## config.mk

```make
export PLATFORM = sky130hd
export DESIGN_NAME = pkt_buffer_ctrl
export DESIGN_NICKNAME = d
export VERILOG_FILES = /design/src/dsp_pkg.sv /design/src/pkt_buffer_ctrl.sv
export SDC_FILE = /design/constraint.sdc
export NUM_CORES = 1
export LEC_CHECK = 0
export BUFFER_PORTS_ARGS = -buffer_cell sky130_fd_sc_hd__clkbuf_2
export CAP_MARGIN = 25
export CELL_PAD_IN_SITES_DETAIL_PLACEMENT = 1
export CELL_PAD_IN_SITES_GLOBAL_PLACEMENT = 2
export CORE_ASPECT_RATIO = 0.9
export CORE_MARGIN = 2
export CORE_UTILIZATION = 18
export DETAILED_ROUTE_END_ITERATION = 10
export PLACE_DENSITY = 0.84
export SYNTH_ARGS = -nofsm -noshare
export SYNTH_HDL_FRONTEND = slang
export SYNTH_SLANG_ARGS = --single-unit
```

## constraint.sdc

```tcl
create_clock -name clk -period 2.1 [get_ports clk]
set_input_delay 0.105 -clock clk [delete_from_list [all_inputs] [get_ports clk]]
set_output_delay 0.105 -clock clk [all_outputs]
set_load 0.02 [all_outputs]
```

## src/dsp_pkg.sv

```systemverilog
package dsp_pkg;

   // buffer sizing, 512 words of 36 bits
   localparam int BUF_AW = 9;
   localparam int WORD_W = 36;

   // flag bits above the 32 data bits
   localparam int FLAG_SOF = 32;
   localparam int FLAG_EOF = 33;

   // settings bus address of the 8-to-16 enable
   localparam logic [7:0] CONV_ADDR = 8'h18;

   typedef enum logic [3:0] {
      IDLE          = 4'd0,
      PARSE_HEADER  = 4'd1,
      READ_TRAILER  = 4'd2,
      WRITE_TRAILER = 4'd3,
      READ          = 4'd4,
      WRITE_1       = 4'd5,
      WRITE_0       = 4'd6,
      WRITE_HEADER  = 4'd7,
      DONE          = 4'd8
   } dsp_state_e;

   // the data part of a buffer word, seen as a VITA header or as two 8-bit samples
   typedef union packed {
      struct packed {
         logic [2:0]  pkt_type;   // zero is IF data
         logic        has_sid;
         logic        has_cid;
         logic        has_trl;
         logic [1:0]  rsvd;
         logic [1:0]  tsi;
         logic [1:0]  tsf;
         logic [3:0]  count;
         logic [15:0] length;
      } hdr;
      struct packed {
         logic [7:0] i0;
         logic [7:0] q0;
         logic [7:0] i1;
         logic [7:0] q1;
      } smp;
   } buf_word_u;

endpackage
```

## src/pkt_buffer_ctrl.sv

```systemverilog
module pkt_buffer_ctrl
(
   input  logic                       clk,
   input  logic                       rst_i,
   input  logic                       clear_i,

   input  logic                       in_stb_i,
   input  logic [dsp_pkg::WORD_W-1:0] in_data_i,

   input  logic                       eng_we_i,
   input  logic [dsp_pkg::BUF_AW-1:0] eng_adr_i,
   input  logic [dsp_pkg::WORD_W-1:0] eng_dat_i,
   input  logic                       access_done_i,
   output logic                       access_ok_o,
   output logic [dsp_pkg::BUF_AW-1:0] access_len_o,

   output logic                       ram_we_o,
   output logic [dsp_pkg::BUF_AW-1:0] ram_adr_o,
   output logic [dsp_pkg::WORD_W-1:0] ram_dat_o,
   input  logic [dsp_pkg::WORD_W-1:0] ram_dat_i,

   output logic                       busy_o,
   output logic                       out_stb_o,
   output logic [dsp_pkg::WORD_W-1:0] out_data_o
);

   typedef enum logic [1:0] {
      LOAD   = 2'd0,
      ENGINE = 2'd1,
      UNLOAD = 2'd2
   } phase_e;

   phase_e                     phase_q;
   logic [dsp_pkg::BUF_AW-1:0] wr_adr_q;
   logic [dsp_pkg::BUF_AW-1:0] rd_adr_q;
   logic [dsp_pkg::BUF_AW-1:0] load_adr;
   logic                       rd_pend_q;
   logic                       in_sof;
   logic                       in_eof;

   assign in_sof = in_data_i[dsp_pkg::FLAG_SOF];
   assign in_eof = in_data_i[dsp_pkg::FLAG_EOF];

   // a start flag always lands at word 0, which resyncs a broken load
   assign load_adr = in_sof ? '0 : wr_adr_q;

   always_ff @(posedge clk)
   begin
      if (rst_i || clear_i)
      begin
         phase_q   <= LOAD;
         wr_adr_q  <= '0;
         rd_adr_q  <= '0;
         rd_pend_q <= 1'b0;
      end
      else
      begin
         case (phase_q)
            LOAD:
            begin
               if (in_stb_i)
               begin
                  wr_adr_q <= load_adr + 1'b1;
                  if (in_eof)
                  begin
                     access_len_o <= load_adr + 1'b1;
                     phase_q      <= ENGINE;
                  end
               end
            end
            ENGINE:
            begin
               rd_adr_q  <= '0;
               rd_pend_q <= 1'b0;
               if (access_done_i)
               begin
                  phase_q <= UNLOAD;
               end
            end
            UNLOAD:
            begin
               // one read issued per cycle, data shows up on the next
               rd_adr_q  <= rd_adr_q + 1'b1;
               rd_pend_q <= 1'b1;
               if (rd_pend_q && ram_dat_i[dsp_pkg::FLAG_EOF])
               begin
                  phase_q   <= LOAD;
                  rd_pend_q <= 1'b0;
                  wr_adr_q  <= '0;
               end
            end
            default:
            begin
               phase_q <= LOAD;
            end
         endcase
      end
   end

   // port owner of the shared memory
   always_comb
   begin
      case (phase_q)
         ENGINE:
         begin
            ram_we_o  = eng_we_i;
            ram_adr_o = eng_adr_i;
            ram_dat_o = eng_dat_i;
         end
         UNLOAD:
         begin
            ram_we_o  = 1'b0;
            ram_adr_o = rd_adr_q;
            ram_dat_o = in_data_i;
         end
         default:
         begin
            ram_we_o  = in_stb_i;
            ram_adr_o = load_adr;
            ram_dat_o = in_data_i;
         end
      endcase
   end

   assign access_ok_o = (phase_q == ENGINE);
   assign busy_o      = (phase_q != LOAD);
   assign out_stb_o   = rd_pend_q;
   assign out_data_o  = ram_dat_i;

   a_eng_we_owned: assert property (@(posedge clk) disable iff (rst_i)
      eng_we_i |-> access_ok_o)
      else $error("engine wrote memory without access_ok");

   a_no_out_in_load: assert property (@(posedge clk) disable iff (rst_i)
      (phase_q == LOAD) |-> !out_stb_o)
      else $error("output strobe during load");

endmodule

```

* After elaboration in Yosys (flattened, before gate mapping)
Cells that the tools add are included.
Operators by class: equality and inequality tests 6, bitwise gates (word level) 1, muxes and demuxes 15, add/sub/neg operators 2, reductions and logical operators 9
Operators with widths (count):
- $pmux W9 S2 | 3
- $mux W36 | 1
- $mux W9 | 3
- $add A9 B1 Y9 const B | 2
- $mux W2 | 4
- $ne A2 B2 Y1 const B | 4
- $reduce_and A4 Y1 | 2
- $pmux W2 S3 | 1
- $reduce_bool A2 Y1 | 3
- $pmux W1 S2 | 2
- $reduce_and A3 Y1 | 1
- $eq A2 B1 Y1 const B | 1
- $eq A2 B2 Y1 const B | 1
- $logic_not A2 Y1 | 1
- $logic_and A1 B1 Y1 | 1
- $logic_or A1 B1 Y1 | 1
- $mux W1 | 1
- $not A1 Y1 | 1
Word-level totals: input port bits 123, flip-flop bits (word level) 30, output and inout port bits 94

* Logic depth before layout (Yosys ltp)
depth after elaboration 4, gate-level depth with buffers 7

* Worst setup path before layout
No wires, ideal clock.
path type register to register, from register phase_q[0], to register access_len_o[0] (netlist name) (enable), buffers on the path 0, slack 289 ps, required time 1713 ps, period minus slack after synthesis 1811 ps, data arrival time 1424 ps, cell stages (with the launch flop) 5, cells stage by stage dfxtp_1 inv_1 ha_1 nand2_1 nor3_1
Between the ends: longest elaborated chain between the ends 2
RTL lines:
- start: declaration | RTL line pkt_buffer_ctrl.sv:33 | phase_e phase_q;
- start signal: assignment | RTL line pkt_buffer_ctrl.sv:51 | phase_q <= LOAD;
- start signal: assignment | RTL line pkt_buffer_ctrl.sv:67 | phase_q <= ENGINE;
- start signal: assignment | RTL line pkt_buffer_ctrl.sv:77 | phase_q <= UNLOAD;
- $logic_not A2 Y1 | RTL line pkt_buffer_ctrl.sv:58 | case (phase_q)
- $reduce_and A4 Y1 (no line)
- end signal: assignment | RTL line pkt_buffer_ctrl.sv:66 | access_len_o <= load_adr + 1'b1;
- end: declaration | RTL line pkt_buffer_ctrl.sv:15 | output logic [dsp_pkg::BUF_AW-1:0] access_len_o,
Every way passes these cells. A chain may end at the register's enable or synchronous reset.

* Worst setup path in the final report
from register phase_q[0], to output port ram_adr_o[4] (netlist name)
Between the ends: longest elaborated chain between the ends 2
RTL lines:
- $eq A2 B2 Y1 / $eq A2 B1 Y1 (equally long branches) | RTL line pkt_buffer_ctrl.sv:103 | case (phase_q)
- $pmux W9 S2 * | RTL line pkt_buffer_ctrl.sv:103
- end: declaration | RTL line pkt_buffer_ctrl.sv:18 | output logic [dsp_pkg::BUF_AW-1:0] ram_adr_o,
Every way passes the cells marked *; elsewhere a longest branch is shown, timed or not.

==> run metrics <==
DRC=0; most common cell after layout, fill and taps aside=clkbuf_2; clk slew on worst S/H paths=0.05 ns; EDFF count, synth=9; Critical Path RT=approximately 2.0 ns; CTS tree=built; run status=complete, no violations; Final HPWL DP=roughly 7400 µm; drt first pass iters=4; Crit-path slowest cell=dfxtp_1; vias in the first global route=roughly 2,500; Main synth FF type=dfxtp_1; crit-path max cell delay=around 0.40 ns; fin nets=between 500 and 600; RSZ-0062 raised after global routing=false; Worst Path Class, Setup=reg -> out; Yosys warning total=0; largest net degree at the start of global routing=32; n_diodes=0; Slew @ Worst Pin=around 0.66 ns; FFs w/ async S/R, synth=0; Tot Pwr=roughly 1800 µW; Final Core Density=0.250; setup bufs post-CTS=0; Hold Path Sink=phase_q[1]$_SDFFE_PP0P_; Vias=around 2,300; ranking of synthesized cells by area=dfxtp_1 18%, mux2_2 17%, buf_4 12%, edfxtp_1 12%, nor2_1 3.8%; # Max-Cap Violations=0; Fillers=between 1,500 and 2,000; largest area contributor in the netlist=dfxtp_1; Max Slew Vio Count=0; Post-Synthesis Cells=265; r2r endpoint=wr_adr_q[2]$_SDFFE_PP0P_; Worst Hold Class=in -> reg; Row Count=39; crit path launch type=flip-flop; Leakage=between 0.001 and 0.0015 µW; worst reg2reg path startpoint=phase_q[0]$_SDFFE_PP0P_; setup TNS=0 ns; # hold bufs at CTS=0; Boundary Pins=around 220; DIE AREA=between 10,000 and 15,000 µm²; Post-Syn Area=approximately 2300 µm²; Seq/Total Area, Yosys=0.295; core area=roughly 13,000 µm²; Via density=4.34; placed cells=532; Clock Skew=slightly below 0.004 ns; R2R setup slack=0.24 ns; Synthesized Nets=393; CTS sink cnt=30; most frequent cells in the layout=146 x clkbuf_2, 35 x mux2_2, 24 x nor2_1; Hold Fails Final Rpt=0; Post-Route WL=around 9000 µm; Routed Antenna Nets=0; CTS Buf Count=5; CTS resizes=0; initial antenna violation count=0; clk_lat worst skew=roughly 0.28 ns; gr ovfl total=0; share of layout cells above drive strength 1=0.535; Hold Startpoint=access_done_i; Finished Layout Cells=540; Worst Path Arrival=between 1.5 and 2 ns; first-pass GRT wire length=~14,000 µm; RD Place Congestion=~0.79; Final Cycle Share=0.927; 1st-iter DRT viols=81; worst-path maximum fanout=10; VDD IR max=around 290 µV; Area Overhead vs Synth=35.0%; distinct cell type count after synthesis=45; port bufs=146; crit end category=primary output; power per cell area=572 nW/µm²; die height=~110 µm; crit-path cells=inv_1 -> ha_2 -> buf_4 -> a22o_1 -> nand2_1 -> o21ai_0 -> clkbuf_2; Die W=124 µm; FF+latch count, synth=30; Setup-failing EPs final=0; wire length per cell=between 15 and 20 µm; Max Fclk=around 510 MHz; Yosys top cell area share=0.179; Starting Density=0.185; Overall Global Routing Usage=0.126; Final min period=1.95 ns; Reg2Reg Depth=6; H-tree Lvls=2; Slew Limit Headroom=0.558; post-synthesis average cell area=just under 9 µm²; root buf cell=clkbuf_16; CTS Buffer Depth=2; hold path depth=3
## area by class of cell
class / instances / area (µm²) / area share
clock inverter: 1 / 5.00 / 0.00158
tap: 164 / 205 / 0.0648
clock buffer: 7 / 143 / 0.0451
inverter: 12 / 45.0 / 0.0142
multi-input combinational: 174 / 1290 / 0.407
sequential: 30 / 691 / 0.218
timing repair buffer: 152 / 788 / 0.249
## logic make-up (layout without fill, tap and decap cells)
logic type,after synthesis,after routing,share of synthesized area
AOI/OAI and AO/OA,39,39,0.114
xor gates and xnor gates,15,15,0.0560
adders and majority gates,5,5,0.0267
buffers and inverters,61,172,0.168
DFF,30,30,0.295
muxes,38,38,0.183
and+or+nand+nor,77,77,0.158
## flip-flops by register name (all words and copies together), names as in the netlist
signal and flops:
wr_adr_q 9, phase_q 2, rd_adr_q 9, access_len_o 9, out_stb_o 1
## metrics by stage
| stage | worst slack (ns) | hold WS, ns | area [µm²] |
|---|---|---|---|
| 2_1_floorplan | 0.289 | 0.303 | 2340 |
| 3_3_place_gp | 0.392 | 0.210 | 2990 |
| 3_5_place_dp | 0.285 | 0.210 | 2990 |
| 4_1_cts | 0.0370 | 0.152 | 3140 |
| 5_1_grt | 0.0321 | 0.172 | 3170 |
| 6_report | 0.152 | 0.154 | 3170 |
## synth_stat cells (2+ instances only)
master and instances:
clkbuf_1 5, mux2i_1 2, o21ai_1 2, buf_6 2, o21ai_0 7, nor2_1 24
inv_1 12, a2bb2oi_1 2, xor2_1 9, and3_1 3, edfxtp_1 9, ha_1 5
or3_1 2, a32oi_1 4, o31ai_1 2, nand2_1 17, xnor2_1 6, dfxtp_1 21
nand3_1 13, nor4_1 2, a21oi_1 8, mux2_2 35, buf_1 2, nand4_1 4
o22ai_1 2, buf_2 2, buf_4 36, a22o_1 6, and4_1 2, nor3_1 4
## worst max-delay path, delay by kind of cell (launching register included)
kind                       cells  cell delay [ns]
AOI/OAI and AO/OA              2             0.34
adders and majority gates      1             0.25
buffers and inverters          3             0.51
DFF                            1             0.40
and+or+nand+nor                1             0.06
## worst max-delay path by stage
stage | endpoint | cells after the start | startpoint | slack (ns)
after floorplan | access_len_o[0]$_DFFE_PP_ | 4 | phase_q[0]$_SDFFE_PP0P_ | 0.29
after global placement | phase_q[0]$_SDFFE_PP0P_ | 6 | phase_q[0]$_SDFFE_PP0P_ | 0.39
after detailed placement | wr_adr_q[2]$_SDFFE_PP0P_ | 6 | phase_q[0]$_SDFFE_PP0P_ | 0.28
after CTS | ram_adr_o[0] | 6 | phase_q[0]$_SDFFE_PP0P_ | 0.04
after global routing | ram_adr_o[4] | 7 | phase_q[0]$_SDFFE_PP0P_ | 0.03
final | ram_adr_o[4] | 7 | phase_q[0]$_SDFFE_PP0P_ | 0.15
## layer usage
layer,up-vias,routed length [µm],global-route usage,share of wire
li1,1111,-,-,-
met3,20,689,0.0443,0.078
met1,1106,3570,0.143,0.40
met5,-,0,0,0
met2,105,4420,0.224,0.50
met4,0,142,0.0360,0.016
## report_power, final
part	total, µW	internal [µW]	switching [µW]
clock network	725	469	256
logic	478	207	271
registers	609	602	6.99
total	1810	1280	534
No activity file was read; power rests on OpenSTA's default activity.
