### config.mk
export PLATFORM = sky130hd
export DESIGN_NAME = dspengine_8to16
export DESIGN_NICKNAME = d
export VERILOG_FILES = /design/src/dsp_pkg.sv /design/src/dspengine_8to16.sv
export SDC_FILE = /design/constraint.sdc
export NUM_CORES = 1
export LEC_CHECK = 0
export ABC_AREA = 1
export BUFFER_PORTS_ARGS = -buffer_cell sky130_fd_sc_hd__buf_2
export CAP_MARGIN = 20
export CORE_UTILIZATION = 57
export DETAILED_ROUTE_END_ITERATION = 8
export GPL_TIMING_DRIVEN = 0
export MAX_ROUTING_LAYER = met4
export PLACE_DENSITY = 0.8
export SYNTH_ARGS = -nofsm -noshare
export SYNTH_HDL_FRONTEND = slang
export SYNTH_SLANG_ARGS = --single-unit
### constraint.sdc
create_clock -name clk -period 4.76 [get_ports clk]
set_input_delay 1.428 -clock clk [delete_from_list [all_inputs] [get_ports clk]]
set_output_delay 1.428 -clock clk [all_outputs]
set_load 0.1 [all_outputs]
### src/dsp_pkg.sv
package dsp_pkg;

   // buffer sizing, 512 words of 36 bits
   localparam int BUF_AW = 9;
   localparam int WORD_W = 36;

   // flag bits above the 32 data bits
   localparam int FLAG_SOF = 32;
   localparam int FLAG_EOF = 33;

   // settings bus address of the 8-to-16 enable
   localparam logic [7:0] CONV_ADDR = 8'h18;

   typedef enum logic [3:0] {
      IDLE          = 4'd0,
      PARSE_HEADER  = 4'd1,
      READ_TRAILER  = 4'd2,
      WRITE_TRAILER = 4'd3,
      READ          = 4'd4,
      WRITE_1       = 4'd5,
      WRITE_0       = 4'd6,
      WRITE_HEADER  = 4'd7,
      DONE          = 4'd8
   } dsp_state_e;

   // the data part of a buffer word, seen as a VITA header or as two 8-bit samples
   typedef union packed {
      struct packed {
         logic [2:0]  pkt_type;   // zero is IF data
         logic        has_sid;
         logic        has_cid;
         logic        has_trl;
         logic [1:0]  rsvd;
         logic [1:0]  tsi;
         logic [1:0]  tsf;
         logic [3:0]  count;
         logic [15:0] length;
      } hdr;
      struct packed {
         logic [7:0] i0;
         logic [7:0] q0;
         logic [7:0] i1;
         logic [7:0] q1;
      } smp;
   } buf_word_u;

endpackage
### src/dspengine_8to16.sv
module dspengine_8to16
(
   input  logic                       clk,
   input  logic                       rst_i,
   input  logic                       clear_i,
   input  logic                       convert_i,
   input  logic                       access_ok_i,
   input  logic [dsp_pkg::BUF_AW-1:0] access_len_i,
   input  logic [dsp_pkg::WORD_W-1:0] access_dat_i,
   output logic                       access_we_o,
   output logic                       access_done_o,
   output logic [dsp_pkg::BUF_AW-1:0] access_adr_o,
   output logic [dsp_pkg::WORD_W-1:0] access_dat_o
);

   localparam int AW = dsp_pkg::BUF_AW;

   dsp_pkg::dsp_state_e state_q;
   dsp_pkg::buf_word_u  in_w;
   dsp_pkg::buf_word_u  hdr_q;
   logic [31:0]         trailer_q;
   logic [15:0]         upper_q;
   logic [15:0]         upper;
   logic [3:0]          hdr_len;
   logic [3:0]          hdr_len_q;
   logic [AW-1:0]       read_adr_q;
   logic [AW-1:0]       write_adr_q;
   logic [AW-1:0]       data_in_len_q;
   logic [AW-1:0]       out_len;
   logic [AW-1:0]       first_adr;
   logic                odd_now;
   logic                odd_q;
   logic                trl_wait_q;
   logic                do_convert;

   assign in_w = access_dat_i[31:0];

   // VITA header words: header, stream id, class id (2), seconds, fraction (2)
   assign hdr_len = 4'd1
                  + {3'd0, in_w.hdr.has_sid}
                  + {2'd0, in_w.hdr.has_cid, 1'b0}
                  + {3'd0, |in_w.hdr.tsi}
                  + {2'd0, |in_w.hdr.tsf, 1'b0};

   assign do_convert = convert_i && (in_w.hdr.pkt_type == 3'd0) && in_w.hdr.has_trl;

   // trailer says the lower half of the last payload word is unused
   assign odd_now   = access_dat_i[20] & access_dat_i[8];
   assign out_len   = {data_in_len_q[AW-2:0], 1'b0} - {{(AW-1){1'b0}}, odd_now};
   assign first_adr = {{(AW-4){1'b0}}, hdr_len_q} + 1'b1;

   always_ff @(posedge clk)
   begin
      if (rst_i || clear_i)
      begin
         state_q     <= dsp_pkg::IDLE;
         read_adr_q  <= AW'(1);
         write_adr_q <= AW'(1);
         odd_q       <= 1'b0;
         trl_wait_q  <= 1'b0;
      end
      else
      begin
         case (state_q)
            dsp_pkg::IDLE:
            begin
               // word 0 is the transport header, start at the VITA header
               read_adr_q  <= AW'(1);
               write_adr_q <= AW'(1);
               if (access_ok_i)
               begin
                  state_q <= dsp_pkg::PARSE_HEADER;
               end
            end
            dsp_pkg::PARSE_HEADER:
            begin
               trl_wait_q <= 1'b0;
               if (do_convert)
               begin
                  read_adr_q <= access_len_i - 1'b1;
                  state_q    <= dsp_pkg::READ_TRAILER;
               end
               else
               begin
                  state_q <= dsp_pkg::WRITE_HEADER;
               end
            end
            dsp_pkg::READ_TRAILER:
            begin
               // first cycle presents the address, second sees the trailer
               trl_wait_q <= 1'b1;
               if (trl_wait_q)
               begin
                  odd_q       <= odd_now;
                  write_adr_q <= AW'(hdr_len_q) + out_len + 1'b1;
                  state_q     <= dsp_pkg::WRITE_TRAILER;
               end
            end
            dsp_pkg::WRITE_TRAILER:
            begin
               write_adr_q <= write_adr_q - 1'b1;
               read_adr_q  <= read_adr_q - 1'b1;
               state_q     <= dsp_pkg::READ;
            end
            dsp_pkg::READ:
            begin
               read_adr_q <= read_adr_q - 1'b1;
               state_q    <= odd_q ? dsp_pkg::WRITE_0 : dsp_pkg::WRITE_1;
            end
            dsp_pkg::WRITE_1:
            begin
               write_adr_q <= write_adr_q - 1'b1;
               state_q     <= dsp_pkg::WRITE_0;
            end
            dsp_pkg::WRITE_0:
            begin
               write_adr_q <= write_adr_q - 1'b1;
               odd_q       <= 1'b0;
               if (write_adr_q == first_adr)
                  state_q <= dsp_pkg::WRITE_HEADER;
               else
                  state_q <= dsp_pkg::READ;
            end
            dsp_pkg::WRITE_HEADER:
            begin
               state_q <= dsp_pkg::DONE;
            end
            default:
            begin
               state_q <= dsp_pkg::IDLE;
            end
         endcase
      end
   end

   // header, trailer and sample holding registers
   always_ff @(posedge clk)
   begin
      if (state_q == dsp_pkg::PARSE_HEADER)
      begin
         hdr_q           <= in_w;
         hdr_q.hdr.length <= {{(16-AW){1'b0}}, access_len_i - 1'b1};
         hdr_len_q       <= hdr_len;
         data_in_len_q   <= access_len_i - AW'(hdr_len) - AW'(2);
      end
      if ((state_q == dsp_pkg::READ_TRAILER) && trl_wait_q)
      begin
         trailer_q <= access_dat_i[31:0];
      end
      // length is the address of the new trailer
      if (state_q == dsp_pkg::WRITE_TRAILER)
      begin
         hdr_q.hdr.length <= {{(16-AW){1'b0}}, write_adr_q};
      end
      if (state_q == dsp_pkg::WRITE_1)
      begin
         upper_q <= {in_w.smp.i0, in_w.smp.q0};
      end
   end

   // odd word goes straight from READ to WRITE_0, its data is still on the bus
   assign upper = odd_q ? {in_w.smp.i0, in_w.smp.q0} : upper_q;

   always_comb
   begin
      access_dat_o = '0;
      case (state_q)
         dsp_pkg::WRITE_HEADER:
            access_dat_o[31:0] = hdr_q;
         dsp_pkg::WRITE_TRAILER:
         begin
            access_dat_o[31:0]              = trailer_q;
            access_dat_o[dsp_pkg::FLAG_EOF] = 1'b1;
         end
         dsp_pkg::WRITE_1:
            access_dat_o[31:0] = {in_w.smp.i1, 8'h00, in_w.smp.q1, 8'h00};
         dsp_pkg::WRITE_0:
            access_dat_o[31:0] = {upper[15:8], 8'h00, upper[7:0], 8'h00};
         default:
            access_dat_o = '0;
      endcase
   end

   assign access_we_o = state_q inside {dsp_pkg::WRITE_HEADER, dsp_pkg::WRITE_TRAILER,
                                        dsp_pkg::WRITE_1, dsp_pkg::WRITE_0};
   assign access_done_o = (state_q == dsp_pkg::DONE);
   assign access_adr_o  = (state_q == dsp_pkg::WRITE_HEADER) ? AW'(1) :
                          access_we_o ? write_adr_q : read_adr_q;

   // the transport header at word 0 is never overwritten
   a_no_write_word0: assert property (@(posedge clk) disable iff (rst_i)
      access_we_o |-> (access_adr_o != '0))
      else $error("engine wrote the transport header word");

endmodule

### Yosys cells after proc, flatten, opt, wreduce, memory -nomap -nowiden

Index checks and enable logic that the tools add are counted.

| word-level totals | value |
|---|---|
| output and inout port bits | 47 |
| word-level logic and storage cells | 77 |
| flip-flop bits (word level) | 109 |

| operators by class | value |
|---|---|
| muxes and demuxes | 20 |
| bitwise operators | 1 |
| add/subtract/negate cells | 13 |
| reduce and logical (&&, ||, !) cells | 20 |
| eq/ne operators | 12 |

Operator list:

| cell | count |
|---|---|
| one-hot mux 32 bit (4 select lines) | 1 |
| two-way mux 9 bit | 6 |
| one-hot mux 9 bit (3 select lines) | 2 |
| one-hot mux 4 bit (8 select lines) | 1 |
| subtractor 9 x 1 -> 9 bit, second input constant | 3 |
| == test 4 x 3 -> 1 bit, second input constant | 4 |
| two-way mux 16 bit | 1 |
| adder 4 x 9 -> 9 bit | 1 |
| adder 9 x 1 -> 9 bit, second input constant | 1 |
| == test 9 x 5 -> 1 bit | 1 |
| subtractor 9 x 1 -> 9 bit | 1 |
| == test 4 x 2 -> 1 bit, second input constant | 2 |
| two-way mux 4 bit | 2 |
| AND reduction 2 bit | 4 |
| subtractor 8 x 2 -> 8 bit, second input constant | 1 |
| subtractor 8 x 4 -> 8 bit | 1 |
| != test 2 bit, second input constant | 3 |
| nonzero test 2 bit | 3 |
| nonzero test 3 bit | 2 |
| OR reduction 2 bit | 3 |
| adder 4 x 1 -> 5 bit, second input constant | 1 |
| adder 3 x 1 -> 4 bit | 1 |
| adder 4 x 2 -> 4 bit | 1 |
| == test 4 x 1 -> 1 bit, second input constant | 1 |
| 14 further kinds | 19 |

### Logic depth before layout (Yosys ltp)

| logic depth | value |
|---|---|
| word-level depth | 6 |
| depth in mapped cells | 15 |
| gate-level depth less buffers | 15 |

### Worst setup path after synthesis

No wires, ideal clock.

| timing | value |
|---|---|
| path type | input to output |
| start point | in access_dat_i[18] (netlist name) |
| end point | out access_dat_o[10] (netlist name) |
| arrival time | 4.962 ns |
| setup slack | -1.630 ns |
| cell stages on the path | 2 |
| cells stage by stage | nor2_1 o311ai_0 |

| between the ends | value |
|---|---|
| longest elaborated chain between the ends | 2 |

Ends and longest elaborated chain:

| element | RTL line | source |
|---|---|---|
| from (decl) | dspengine_8to16.sv:9 | `input logic [dsp_pkg::WORD_W-1:0] access_dat_i,` |
| two-way mux 16 bit | dspengine_8to16.sv:162 | `assign upper = odd_q ? {in_w.smp.i0, in_w.smp.q0} : upper_q;` |
| one-hot mux 32 bit (4 select lines) | dspengine_8to16.sv:167 | `case (state_q)` |
| to (decl) | dspengine_8to16.sv:13 | `output logic [dsp_pkg::WORD_W-1:0] access_dat_o` |

Every way passes these cells.

### Worst setup path after layout

| timing | value |
|---|---|
| start point | reg state_q[0] |
| end point | out access_dat_o[8] (netlist name) |

| between the ends | value |
|---|---|
| longest elaborated chain between the ends | 2 |
| elaborated cells between the ends (all ways) | 5 |
| classes of those cells | eq/ne (4); mux (1) |

Ends and longest elaborated chain:

| element | RTL line | source |
|---|---|---|
| from (decl) | dspengine_8to16.sv:18 | `dsp_pkg::dsp_state_e state_q;` |
| from (signal assigned) | dspengine_8to16.sv:56 | `state_q <= dsp_pkg::IDLE;` |
| from (signal assigned) | dspengine_8to16.sv:72 | `state_q <= dsp_pkg::PARSE_HEADER;` |
| from (signal assigned) | dspengine_8to16.sv:81 | `state_q <= dsp_pkg::READ_TRAILER;` |
| == test 4 x 3 -> 1 bit / == test 4 x 2 -> 1 bit (equally long branches) | dspengine_8to16.sv:167 |  |
| one-hot mux 32 bit (4 select lines) * | dspengine_8to16.sv:167 |  |

Mark *: on every way between the ends. The rest lies on a longest branch, timed or not.

==> run metrics <==
wire per inst=16.2 um; commonest cells after routing, fill and taps aside=nand2_1 (187), buf_2 (96), inv_1 (87); antenna-violating nets left=0; Setup TNS=0 ns; initial DRC count=454; total gr overflow=0; Max Clk Rate=253 MHz; Post-Layout Cell Count=946; clock buffer depth=2; DR vias=5,320; drt pass-1 iters=5; Clk pin slew, worst setup/hold paths=0.11 ns; H-tree Lvls=3; core box area=10,300 um^2; Netlist Area Pre-Place=6020 um^2; fin nets=879; IO buf count=89; Placed Cells=930; Gate Count Post-Synth=703; crit path DAT=2.52 ns; reg2reg start=hdr_len_q[0]$_DFFE_PP_; ANT cells=0; clock skew=0.0139 ns; Clock Latency Late Sink=0.40 ns; count of final hold-check violations=0; run status=finished, final reports clean; Power, Total=1940 uW; Root Buffer=clkbuf_8; Yosys warning total=0; Max VDD drop=226 uV; Internal=1350 uW; clk sinks=108; CP startpoint kind=flip-flop; crit-path max FO=25; LEAKAGE=0.00312 uW; distinct cell type count after synthesis=36; clock power share=0.280; Final Wtd Congestion=0.904; Max-Cap Viols=0; Reg power frac=0.546; commonest non-fill, non-tap cell in the layout=nand2_1; Cell Pwr Density=282 nW/um^2; Initial Util=0.586; Net Switching=595 uW; WHS Path Cells=2; drt total wl=15.3 mm; Final HPWL DP=11.3 mm; CP Data Required Time=3.33 ns; DR DRC count=0; Die X=105 um; Ports=97; largest net degree at the start of global routing=37; CP Launch Point=state_q[0]$_SDFFE_PP0P_; CTS tree=done; switching share of total power=0.306; setup bufs post-CTS=0; worst relative slew slack=0.349; Crit Path Class=flip-flop to primary output; max-slew violations=0; post_cts resized=0; fin crit period=3.95 ns; hold_buf cts=0; ratio of cells with drive above 1 in the final layout=0.180; Layout Area Growth over Synthesis=14.4%; initial antenna violation count=0; vias in the first global route=5,219; Vias/cell=5.62; Die Y-Extent=105 um; RSZ-0062 raised after global routing=no; Rows=37; Final WS setup=0.811 ns; Worst Max-Slew Pin Slew=0.975 ns; #FFs+latches synth=108; Seq/Total Area, Yosys=0.499; fin crit share=0.830; final setup violation count=0; critical path endpoint category=primary output; first-pass GRT wire length=24.6 mm; reg2reg path depth=13; hold_sp=read_adr_q[1]$_SDFFE_PP0P_; Die ar.=11,000 um^2; Mean Syn Cell Area=8.56 um^2; total track usage=0.299; min-delay worst type=flip-flop to flip-flop; combinational share of power=0.174; Place WS=0.563 ns; Num CTS Buffers=9
## layer usage
layer | up-vias | routed length (um) | GRT usage
met5 | - | 0 | -
met4 | 0 | 424 | 0.134
met1 | 2479 | 6410 | 0.372
li1 | 2546 | - | -
met3 | 40 | 1210 | 0.0711
met2 | 255 | 7270 | 0.467
## cells in the mapped netlist (all sizes together)
master | instances | area, um^2
a211oi | 1 | 7.51
a21boi | 1 | 18.8
a21oi | 29 | 145
a22o | 16 | 140
a31oi | 1 | 6.26
buf | 14 | 98.8
clkbuf | 7 | 36.3
clkinv | 2 | 7.51
conb | 1 | 3.75
dfxtp | 24 | 480
edfxtp | 84 | 2520
fa | 3 | 60.1
ha | 21 | 263
inv | 87 | 327
nand2 | 197 | 774
nand3 | 45 | 225
nand4 | 16 | 106
nor2 | 76 | 310
nor3 | 6 | 30.0
o211ai | 1 | 7.51
o21a | 1 | 7.51
o21ai | 43 | 215
o21bai | 1 | 7.51
o22ai | 2 | 12.5
o311ai | 7 | 61.3
or2 | 1 | 6.26
xnor2 | 5 | 43.8
xor2 | 11 | 96.3
## layout make-up
type	instances	area (um^2)
clock inverters	7	57.6
well taps	136	170
plain buffers	21	135
flip-flops and latches	108	3000
multi-input cells	487	2620
clock buffers	9	124
repair buffers	89	445
inverters	89	334
fillers	865	3390
## cell families (layout without fill, tap and decap cells)
group,count (synthesis),after routing,share of synthesized area
flops,108,108,0.499
compound gates,103,103,0.105
fa+ha+maj,24,24,0.0536
buf+inv,110,215,0.0779
simple gates,341,341,0.241
xor+xnor,16,16,0.0233
other cells,1,3,0.000623
## path summary, 6_finish.rpt
path | endpoint | slack (ns)
setup reg to reg | write_adr_q[6]$_SDFFE_PP0P_ | 2.49
hold reg to reg | read_adr_q[1]$_SDFFE_PP0P_ | 0.49
hold / removal | read_adr_q[1]$_SDFFE_PP0P_ | 0.49
setup / recovery | access_dat_o[8] | 0.81
## critical path, stage by stage, from the launching register on
cell	delay, ns
dfxtp_1	0.38
inv_1	0.10
nor2_1	0.18
nand2_1	0.12
clkinv_1	0.17
buf_2	0.49
nand2_1	0.10
nand4_1	0.13
buf_2	0.44
## registers in the layout, indices dropped and copies added (netlist names)
signal / flops
state_q: 4
upper_q: 16
trailer_q: 32
hdr_q: 25
odd_q: 1
write_adr_q: 9
hdr_len_q: 3
read_adr_q: 9
data_in_len_q: 8
trl_wait_q: 1
## stage by stage
step	hold slack (ns)	util	area [um^2]
after CTS	0.494	0.670	6890
after detailed placement	0.478	0.652	6700
after floorplan	0.453	-	6080
final	0.495	0.670	6890
after global routing	0.539	0.670	6890
after global placement	0.473	0.652	6700
## power groups by stage
stage / registers (uW) / logic (uW) / clock network (uW)
after floorplan: 1080 / 241 / 0
after global placement: 1080 / 321 / 0
after detailed placement: 1080 / 333 / 0
after CTS: 1060 / 335 / 548
after global routing: 1060 / 372 / 574
final: 1060 / 338 / 544
Note: power is estimated with default switching activity, not from simulation.
