==> config.mk <==
export PLATFORM = sky130hd
export DESIGN_NAME = setting_reg
export DESIGN_NICKNAME = d
export VERILOG_FILES = /design/src/dsp_pkg.sv /design/src/setting_reg.sv
export SDC_FILE = /design/constraint.sdc
export NUM_CORES = 1
export LEC_CHECK = 0
export BUFFER_PORTS_ARGS = -buffer_cell sky130_fd_sc_hd__buf_2
export CAP_MARGIN = 20
export CORE_MARGIN = 5
export CORE_UTILIZATION = 48
export CTS_CLUSTER_DIAMETER = 60
export DETAILED_ROUTE_END_ITERATION = 8
export HOLD_SLACK_MARGIN = 0.03
export PLACE_DENSITY_LB_ADDON = 0.25
export SETUP_SLACK_MARGIN = 0.1
export SYNTH_ARGS = -nofsm -noshare
export SYNTH_HDL_FRONTEND = slang
export SYNTH_SLANG_ARGS = --single-unit
==> constraint.sdc <==
create_clock -name clk -period 1.4 [get_ports clk]
set_input_delay 0 -clock clk [delete_from_list [all_inputs] [get_ports clk]]
set_output_delay 0 -clock clk [all_outputs]
set_load 0.02 [all_outputs]
==> src/dsp_pkg.sv <==
package dsp_pkg;

   // buffer sizing, 512 words of 36 bits
   localparam int BUF_AW = 9;
   localparam int WORD_W = 36;

   // flag bits above the 32 data bits
   localparam int FLAG_SOF = 32;
   localparam int FLAG_EOF = 33;

   // settings bus address of the 8-to-16 enable
   localparam logic [7:0] CONV_ADDR = 8'h18;

   typedef enum logic [3:0] {
      IDLE          = 4'd0,
      PARSE_HEADER  = 4'd1,
      READ_TRAILER  = 4'd2,
      WRITE_TRAILER = 4'd3,
      READ          = 4'd4,
      WRITE_1       = 4'd5,
      WRITE_0       = 4'd6,
      WRITE_HEADER  = 4'd7,
      DONE          = 4'd8
   } dsp_state_e;

   // the data part of a buffer word, seen as a VITA header or as two 8-bit samples
   typedef union packed {
      struct packed {
         logic [2:0]  pkt_type;   // zero is IF data
         logic        has_sid;
         logic        has_cid;
         logic        has_trl;
         logic [1:0]  rsvd;
         logic [1:0]  tsi;
         logic [1:0]  tsf;
         logic [3:0]  count;
         logic [15:0] length;
      } hdr;
      struct packed {
         logic [7:0] i0;
         logic [7:0] q0;
         logic [7:0] i1;
         logic [7:0] q1;
      } smp;
   } buf_word_u;

endpackage
==> src/setting_reg.sv <==
module setting_reg
#(
   parameter logic [7:0] ADDR  = dsp_pkg::CONV_ADDR,
   parameter int         WIDTH = 32
)
(
   input  logic             clk,
   input  logic             rst_i,
   input  logic             strobe_i,
   input  logic [7:0]       addr_i,
   input  logic [31:0]      data_i,
   output logic [WIDTH-1:0] out_o
);

   // only a write to our own address changes the value
   always_ff @(posedge clk)
   begin
      if (rst_i)
      begin
         out_o <= '0;
      end
      else if (strobe_i && (addr_i == ADDR))
      begin
         out_o <= data_i[WIDTH-1:0];
      end
   end

endmodule

# == After elaboration in Yosys (flattened, before gate mapping) ==
# Cells that the tools add are included.
# op_classes
shift,0
n_eq_ne,1
n_div,0
n_mul,0
muxes,0
n_addsub,0
bitwise,0
n_lt_le_gt_ge,0
reduce_logical,1
# ops
cell,count
$eq A8 B5 Y1 const B,1
$logic_and A1 B1 Y1,1
# totals
output_inout_bits,32
elab_cells,3
mem_count,0
regBits,32
mem_bits_rw,0
latch_bits,0
mem_bits_ro,0
input_bits,43

# == Logic depth before layout (Yosys ltp) ==
# Gate-level depths: netlist (run 1).
# depth
depth_word,2
ltp_mapped,5
mapped_depth_nobuf,3

# == Least setup slack after synthesis (run 1) ==
# No wires, ideal clock.
# synth_timing
path_type,input to register
start,input addr_i[7]
end,register out_o[0]
required_ns,1.328
setup_ns,0.072
n_path_buf,2
arrival_ns,0.873
stages,5
slack_ns,0.456
cell_sequence,nor4bb_1 > and4b_1 > buf_6 > buf_12 > mux2i_1
# synth_via
elab_chain_len,2
# synth_lines
element,line_no,source
"start, declared",setting_reg.sv:10,"input logic [7:0] addr_i,"
$eq A8 B5 Y1,setting_reg.sv:22,else if (strobe_i && (addr_i == ADDR))
$logic_and A1 B1 Y1,setting_reg.sv:22,
"end signal, assigned",setting_reg.sv:24,out_o <= data_i[WIDTH-1:0];
"end, declared",setting_reg.sv:12,output logic [WIDTH-1:0] out_o
# No other way between the ends.
# A chain may end at the register's enable or synchronous reset.

# == Worst setup path after layout (run 1) ==
# layout_timing
start,input addr_i[7]
end,register out_o[11]
# The elaborated chain is that of the path after synthesis.

==> metrics.cfg, run 1 <==
[run_status]
outcome=finished clean

[synthesis]
synth_edf_count=0
async_flop_share=0
synth_top_cell_by_area=dfxtp_1
syn_avg_cell_area_um2=10.5
netlist_area_um2=1480
postSynthCellCount=142
syn_nets=185
synth.top_cell.area_share=0.432
synthTopCellsByArea=dfxtp_1 (43%), nand2b_1 (27%), mux2i_1 (22%)
postSynth.topFlopCell=dfxtp_1
ys_ff_latch=32
yosysMostFrequentCell=nand2b_1
ys_warn_count=0
synth.distinct_cells=9
yosysSeqAreaShare=0.432
synthTopCellsByCount=nand2b_1 (64), dfxtp_1 (32), mux2i_1 (32)

[final_layout]
num_antenna_cells=0
drive_above_1_share=0.337
largest_registers=out_o: 32 flops
fillers=227
top_register=out_o
layout.nets=289
seq_area_um2=641
multiInputGateArea_um2=747
utilization=0.735
areaGrowthSynthToFinish_pct=48.7
largest_reg_flops=32
design_area_um2=2210

[clock_tree]
clock_latency_ns=0.32
cts.sinks=32
numCtsBuffers=5
hold_buffers=32
clockBufferDepth=2
ctsResizeCount=0
htreeDepth=2
cts-root-buf=clkbuf_4
cts_tree=built
path_clk_slew_ns=0.09
cts_setup_buffers=0

[floorplanning]
io-pin-count=75
die_x_um=65.6
rows=20
core_area_um2=3000
dieArea_um2=4300
die_h_um=65.6
initial_core_util=0.494

[sta]
slew_viol_final=0
maxSlewHeadroom=0.754
clock-skew-final_ns=0
layout_min_cycle_time_ns=0.857
fmax_mhz=1170
worstMarginPinSlew_ns=0.369
rsz0062_at_grt=no
hold_viol_final=0
fin_setup_tns_ns=0
fin_crit_sh=0.612
setup_viol=0

[placed_design]
place.gp.congestion=0.677
port_buffers=74
placed_cell_area_um2=1840
place_hpwl_um=2410

[detailed_routing]
finalWirelength_um=3600
route.detailed.wl_per_inst_um=12.9
first_pass_iters=3
drtIter0Drc=51
via_per_inst=4.77
remaining_drc_errors=0
antenna_left=0
vias=1332

[setup_path]
r2r_end=out_o[11]$_SDFFE_PP0P_
cp-endpoint=out_o[11]$_SDFFE_PP0P_
critPathLaunchType=input port
crit_path_start=addr_i[7]
r2r-start=out_o[11]$_SDFFE_PP0P_
worstRegToRegCells=2
worstSetupPathType=input port to flop
worst_setup_path_end_kind=flop
arrival_ns=1.11
crit_fanout=32
cp_data_required_time_ns=1.65
r2r_slack_ns=0.78

[global_route]
antenna_found_initial=0
grt_pass1_wl_um=6110
grt_usage=0.186
grt_max_degree=37
grt_pass1_vias=1463
gr-total-overflow=0

[hold_path]
hp-start=rst_i
hold_class=input port to flop

[power]
irDropWorstVdd_v=0.000597
leakage_nw=0.969
power.density_nw_per_um2=720

[flow_run]
maxCapViolations=0

cell usage in the layout (no fill, tap or decap):
cell           count
clkinv_2           1
dfxtp_1           32
nand2b_1          64
clkbuf_1           1
clkbuf_4           5
dlygate4sd3_1     32
nor3_1             1
buf_2             74
nor4bb_1           1
mux2i_1           32
buf_12             2
and4b_2            1
metal layers:
layer  track usage  part of all wire
met2         0.359              0.55
met4        0.0829             0.022
met1         0.175              0.36
met3        0.0581             0.064
met5             0                 0
worst max-delay path, cell delays in order:
cell and delay (ns):
buf_2 0.09, nor4bb_1 0.24, and4b_2 0.28, buf_12 0.24
mux2i_1 0.23
logic make-up (layout without fill, tap and decap cells):
group                  count (synthesis)  in the layout  synth area share
buffers and inverters                 11            115            0.0658
flip-flops                            32             32             0.432
multiplexers                          32             32             0.216
AND/OR/NAND/NOR                       67             67             0.287
worst min-delay path by stage:
stage	endpoint	slack, ns	cells after the start
after global placement	out_o[24]$_SDFFE_PP0P_	0.26	3
after detailed placement	out_o[22]$_SDFFE_PP0P_	0.27	3
after floorplan	out_o[10]$_SDFFE_PP0P_	0.16	2
after global routing	out_o[25]$_SDFFE_PP0P_	0.25	3
final	out_o[31]$_SDFFE_PP0P_	0.24	3
after CTS	out_o[31]$_SDFFE_PP0P_	0.22	3
where the power goes:
| group | internal [mW] | switching [mW] |
|---|---|---|
| logic | 0.145 | 0.0629 |
| clock network | 0.185 | 0.285 |
| registers | 0.910 | 0.000573 |
through the flow:
stage,setup slack [ns],total power [mW],cells,hold WS [ns]
after global placement,0.278,1.07,240,0.260
after CTS,0.524,1.62,279,0.225
after floorplan,0.456,1.00,142,0.155
after global routing,0.479,1.68,279,0.254
after detailed placement,0.192,1.07,240,0.269
final,0.543,1.59,279,0.237
area by class of cell:
| cell class | count | share of cell area |
|---|---|---|
| Multi-Input combinational cell | 99 | 0.339 |
| Timing Repair Buffer | 108 | 0.331 |
| Sequential cell | 32 | 0.290 |
| Clock buffer | 6 | 0.0187 |
| Tap cell | 33 | 0.0187 |
| Clock inverter | 1 | 0.00227 |
No activity file was read; power rests on OpenSTA's default activity.
==> inputs of run 2 (changes only) <==
--- a/config.mk
+++ b/config.mk
@@ -8,7 +8,7 @@
 export BUFFER_PORTS_ARGS = -buffer_cell sky130_fd_sc_hd__buf_2
 export CAP_MARGIN = 20
 export CORE_MARGIN = 5
-export CORE_UTILIZATION = 48
+export CORE_UTILIZATION = 45
 export CTS_CLUSTER_DIAMETER = 60
 export DETAILED_ROUTE_END_ITERATION = 8
 export HOLD_SLACK_MARGIN = 0.03
==> constraint.sdc (replaced) <==
create_clock -name clk -period 0.8 [get_ports clk]
set_input_delay 0 -clock clk [delete_from_list [all_inputs] [get_ports clk]]
set_output_delay 0 -clock clk [all_outputs]
set_load 0.02 [all_outputs]
==> metrics.cfg, run 2 (synthesis gave the netlist of run 1 again) <==
[detailed_routing]
route.detailed.wl_per_inst_um=15.1  ; +17%
finalWirelength_um=4650  ; +29%
vias=1418  ; +6.5%
antenna_left=0  ; unchanged
first_pass_iters=6  ; +3
drtIter0Drc=64  ; +25%
remaining_drc_errors=0  ; unchanged
via_per_inst=4.60  ; -3.6%

[clock_tree]
numCtsBuffers=5  ; unchanged
clock_latency_ns=0.33  ; about the same
cts_tree=built
cts.sinks=32  ; unchanged
cts-root-buf=clkbuf_4
clockBufferDepth=2  ; unchanged
path_clk_slew_ns=0.09  ; about the same
htreeDepth=2  ; unchanged

[sta]
fmax_mhz=1170
setup_viol=21  ; +21
layout_min_cycle_time_ns=0.857
slew_viol_final=0  ; unchanged
hold_viol_final=0  ; unchanged
worstMarginPinSlew_ns=0.712  ; +0.343 ns
maxSlewHeadroom=0.525  ; -0.229
worst_hold_slack_ns=0.333  ; +0.0958 ns
fin_setup_tns_ns=-0.303  ; -0.303 ns
fin_crit_sh=1.07
clock-skew-final_ns=0  ; unchanged
rsz0062_at_grt=yes
fin_ws_ns=-0.0566  ; -0.599 ns

[global_route]
grt_pass1_vias=1454  ; -0.62%
grt_pass1_wl_um=6330  ; +3.6%
grt_max_degree=65  ; +76%
grt_usage=0.189  ; +0.00387
gr-total-overflow=0  ; unchanged
antenna_found_initial=0  ; unchanged

[power]
p_comb_frac=0.127  ; -0.004
power.density_nw_per_um2=1120  ; +55%
switching_share=0.222  ; +0.00265
pwr-share-seq=0.544  ; -0.029
internal-power_mw=2.28  ; +84%
leakage_nw=1.11  ; +15%
clkPwrFrac=0.328  ; +0.033
switchingPower_mw=0.650  ; +87%
irDropWorstVdd_v=0.000890  ; +49%

[hold_path]
hold_class=input port to flop

[floorplanning]
initial_core_util=0.478  ; -0.0159
rows=20  ; unchanged
io-pin-count=75  ; unchanged
dieArea_um2=4550  ; +5.6%
core_area_um2=3100  ; +3.3%
die_h_um=67.4  ; +2.8%
die_x_um=67.4  ; +2.8%

[final_layout]
fillers=187  ; -18%
areaGrowthSynthToFinish_pct=76.7
final_common_cell=nand2b_1
num_antenna_cells=0  ; unchanged
layout.nets=306  ; +5.9%
largest_reg_flops=32  ; unchanged
largest_registers=out_o: 32 flops
drive_above_1_share=0.508  ; +0.170
mostFrequentLayoutCells=nand2b_1 (64), buf_2 (41), buf_6 (34)
top_register=out_o

[run_status]
violations=setup timing
outcome=finished, violations left

[setup_path]
critPathLaunchType=input port
crit_fanout=12  ; -63%
cp_data_required_time_ns=1.05  ; -0.60 ns
worst_setup_path_end_kind=flop
arrival_ns=1.10  ; about the same
worstSetupPathType=input port to flop

[placed_design]
place_hpwl_um=2310  ; -4.1%
port_buffers=74  ; unchanged
place.gp.congestion=0.616  ; -9.1%

[flow_run]
maxCapViolations=0  ; unchanged

==> run 2: cell count changes in the layout (fill, tap and decap cells not counted), sizes merged <==
cell    delta
buf       +16
clkbuf     +3
clkinv     -1
==> run 2: path summary, 6_finish.rpt <==
| path | start | to | slack, ns | cells after the start |
|---|---|---|---|---|
| worst min-delay path | addr_i[2] | out_o[21]$_SDFFE_PP0P_ | 0.33 | 4 |
| worst max-delay path | addr_i[7] | out_o[12]$_SDFFE_PP0P_ | -0.06 | 5 |
| worst min register to register | out_o[21]$_SDFFE_PP0P_ | out_o[21]$_SDFFE_PP0P_ | 0.48 | 2 |
| worst max register to register | out_o[10]$_SDFFE_PP0P_ | out_o[10]$_SDFFE_PP0P_ | 0.05 | 3 |
==> run 2: power groups by stage <==
stage          sequential, mW  combinational, mW  clock, mW
5_1_grt                  1.59              0.410       1.05
3_3_place_gp             1.63              0.222          0
6_report                 1.59              0.373      0.962
3_5_place_dp             1.63              0.230          0
2_1_floorplan            1.63              0.118          0
4_1_cts                  1.59              0.355      0.981
==> run 2: per-layer routing <==
| metal | wire, um | global-route usage | part of all wire |
|---|---|---|---|
| met4 | 93 | 0.0557 | 0.020 |
| met3 | 353 | 0.0815 | 0.076 |
| met1 | 1740 | 0.176 | 0.37 |
| met5 | 0 | 0 | 0 |
| met2 | 2460 | 0.368 | 0.53 |
==> run 2: layout make-up <==
class                           instances  area [um^2]  share of cell area
Timing Repair Buffer                  125         1070               0.409
Tap cell                               44         55.1              0.0210
Clock buffer                            8         58.8              0.0224
Sequential cell                        32          681               0.260
Multi-Input combinational cell         99          754               0.288
==> run 2: critical path, cell delays in order <==
cell and delay (ns):
buf_6 0.09, nor4bb_1 0.23, and4b_2 0.35, clkbuf_16 0.22, mux2i_1 0.21
==> run 2: metrics by stage <==
stage	cells	utilization	power [mW]	setup WS (ns)	instance area, um^2
3_5_place_dp	251	0.593	1.86	-0.361	1840
2_1_floorplan	142	-	1.75	-0.143	1480
3_3_place_gp	251	0.593	1.85	-0.298	1840
4_1_cts	296	0.807	2.93	-0.0131	2500
6_report	308	0.845	2.93	-0.0566	2620
5_1_grt	308	0.845	3.06	-0.0725	2620
==> run 2: repair_timing <==
| item | CTS | global route |
|---|---|---|
| gates resized for setup | 97 | 3 |
| pin swaps | 0 | 0 |
| endpoints found under the hold margin | 32 | 0 |
| hold buffers | 32 | 0 |
| gates cloned | 0 | 1 |
| endpoints found under the setup margin | 64 | 64 |
| setup buffers | 5 | 11 |
==> inputs of run 3 (changes only) <==
--- a/config.mk
+++ b/config.mk
@@ -9,6 +9,7 @@
 export CAP_MARGIN = 20
 export CORE_MARGIN = 5
 export CORE_UTILIZATION = 45
+export CTS_BUF_LIST = sky130_fd_sc_hd__clkbuf_16
 export CTS_CLUSTER_DIAMETER = 60
 export DETAILED_ROUTE_END_ITERATION = 8
 export HOLD_SLACK_MARGIN = 0.03
==> metrics.cfg, run 3 (synthesis gave the netlist of run 1 again) <==
[clock_tree]
cts.sinks=32  ; unchanged
cts_tree=built
clockBufferDepth=2  ; unchanged
numCtsBuffers=5  ; unchanged
htreeDepth=2  ; unchanged
cts-root-buf=clkbuf_16
path_clk_slew_ns=0.05  ; -0.04 ns
clock_latency_ns=0.27  ; -0.06 ns

[setup_path]
crit_fanout=24  ; +12
worst_setup_path_end_kind=flop
worstSetupPathType=input port to flop
cp_top_family=simple AND/OR/NAND/NOR gates
slowest_stage=and4b_2
crit_path_start=addr_i[7]
crit_buf_inv=2  ; unchanged
crit_chain=buf_6, nor4bb_1, and4b_2, buf_12, mux2i_1
arrival_ns=1.08  ; -0.02 ns
cpPeakStageDelay_ns=0.30  ; -0.05 ns
r2r_slack_ns=0.08  ; +0.03 ns
cp_data_required_time_ns=0.98  ; -0.07 ns
critPathLaunchType=input port
r2r-start=out_o[16]$_SDFFE_PP0P_

[sta]
maxSlewHeadroom=0.516  ; -0.00927
clock-skew-final_ns=0  ; unchanged
fin_ws_ns=-0.103  ; -0.0461 ns
fmax_mhz=1110  ; -5.1%
slew_viol_final=0  ; unchanged
rsz0062_at_grt=yes
fin_setup_tns_ns=-1.31  ; -1.00 ns
worstMarginPinSlew_ns=0.726  ; +0.0139 ns
layout_min_cycle_time_ns=0.903  ; +0.0461 ns
setup_viol=32  ; +52%
hold_viol_final=0  ; unchanged
fin_crit_sh=1.13  ; +0.0577

[final_layout]
utilization=0.842  ; -0.00323
num_antenna_cells=0  ; unchanged
mostFrequentLayoutCells=nand2b_1 (64), buf_2 (41), buf_6 (33)
top_register=out_o
final_common_cell=nand2b_1
drive_above_1_share=0.488  ; -0.0193
largest_reg_flops=32  ; unchanged
largest_registers=out_o: 32 flops
areaGrowthSynthToFinish_pct=76.1
layout.nets=298  ; -2.6%

[placed_design]
place_hpwl_um=2310  ; unchanged
place.gp.congestion=0.616  ; unchanged
port_buffers=74  ; unchanged

[global_route]
antenna_found_initial=0  ; unchanged
gr-total-overflow=0  ; unchanged
grt_usage=0.188  ; -0.00148
grt_max_degree=65  ; unchanged
grt_pass1_vias=1411  ; -3.0%
grt_pass1_wl_um=6440  ; +1.7%

[power]
p_comb_frac=0.098  ; -0.029
irDropWorstVdd_v=0.000970  ; +9.0%
p_total_mw=3.71  ; +27%
pwr-share-seq=0.431  ; -0.113
power.density_nw_per_um2=1420  ; +27%
leakage_nw=1.10  ; -0.86%
clkPwrFrac=0.471  ; +0.143
switching_share=0.201  ; -0.0208
switchingPower_mw=0.746  ; +15%
internal-power_mw=2.96  ; +30%

[run_status]
outcome=finished, violations left
violations=setup timing

[detailed_routing]
via_per_inst=4.48  ; -2.7%
remaining_drc_errors=0  ; unchanged
route.detailed.wl_per_inst_um=14.0  ; -7.0%
first_pass_iters=4  ; -2
vias=1344  ; -5.2%
drtIter0Drc=41  ; -36%
antenna_left=0  ; unchanged
finalWirelength_um=4210  ; -9.4%

[hold_path]
hp-start=data_i[9]
hold_class=input port to flop

[floorplanning]
rows=20  ; unchanged
die_x_um=67.4  ; unchanged
core_area_um2=3100  ; unchanged
dieArea_um2=4550  ; unchanged
die_h_um=67.4  ; unchanged
io-pin-count=75  ; unchanged
initial_core_util=0.478  ; unchanged

[flow_run]
maxCapViolations=0  ; unchanged

==> run 3: cell types whose count changed in the layout (fill, tap and decap cells not counted), sizes merged <==
cell / before / now
buf: 92 / 86
clkbuf: 9 / 5
dlygate4sd3: 32 / 31
clkinv: 0 / 1
inv: 0 / 2
==> run 3: worst min-delay path, delay by kind of cell <==
family	cells	cell delay, ns
buf+inv	1	0.10
simple gates	1	0.09
mux	1	0.08
==> run 3: routing by layer <==
layer,vias up,share of wire,GRT usage
met1,610,0.38,0.188
met4,0,0.0095,0.0557
met3,5,0.071,0.0532
li1,684,-,-
met2,45,0.54,0.369
met5,-,0,0
==> run 3: per-stage QoR <==
stage / area [um^2] / hold WS, ns / worst slack, ns / std cells
finish: 2610 / 0.0444 / -0.103 / 300
global route: 2610 / 0.0523 / -0.150 / 300
CTS: 2580 / 0.0372 / -0.0718 / 296
detailed placement: 1840 / 0.270 / -0.361 / 251
global placement: 1840 / 0.263 / -0.298 / 251
floorplan: 1480 / 0.155 / -0.143 / 142
==> run 3: repair_timing <==
item                                    4_1_cts  5_1_grt
cloned                                        0        0
setup buffers                                 6        4
hold endpoints to repair                     31        0
hold buffers                                 31        0
endpoints found under the setup margin       64       64
resized for setup                            96        2
==> run 3: final timing paths <==
path                            cells after the start                endpoint
worst min register to register                      2  out_o[21]$_SDFFE_PP0P_
worst max-delay path                                5  out_o[14]$_SDFFE_PP0P_
worst max register to register                      3  out_o[16]$_SDFFE_PP0P_
worst min-delay path                                3   out_o[9]$_SDFFE_PP0P_
==> run 3: layout make-up <==
| type | instances | area [um^2] |
|---|---|---|
| Multi-Input combinational cell | 99 | 751 |
| Timing Repair Buffer | 117 | 990 |
| Clock buffer | 5 | 125 |
| Tap cell | 44 | 55.1 |
| Clock inverter | 3 | 11.3 |
| Sequential cell | 32 | 681 |
| Fill cell | 190 | 490 |
==> run 3: power groups by stage <==
stage	combinational (mW)	clock, mW	sequential [mW]
final	0.364	1.75	1.60
after global routing	0.399	1.83	1.60
after CTS	0.352	1.75	1.60
after detailed placement	0.230	0	1.63
after global placement	0.222	0	1.63
after floorplan	0.118	0	1.63
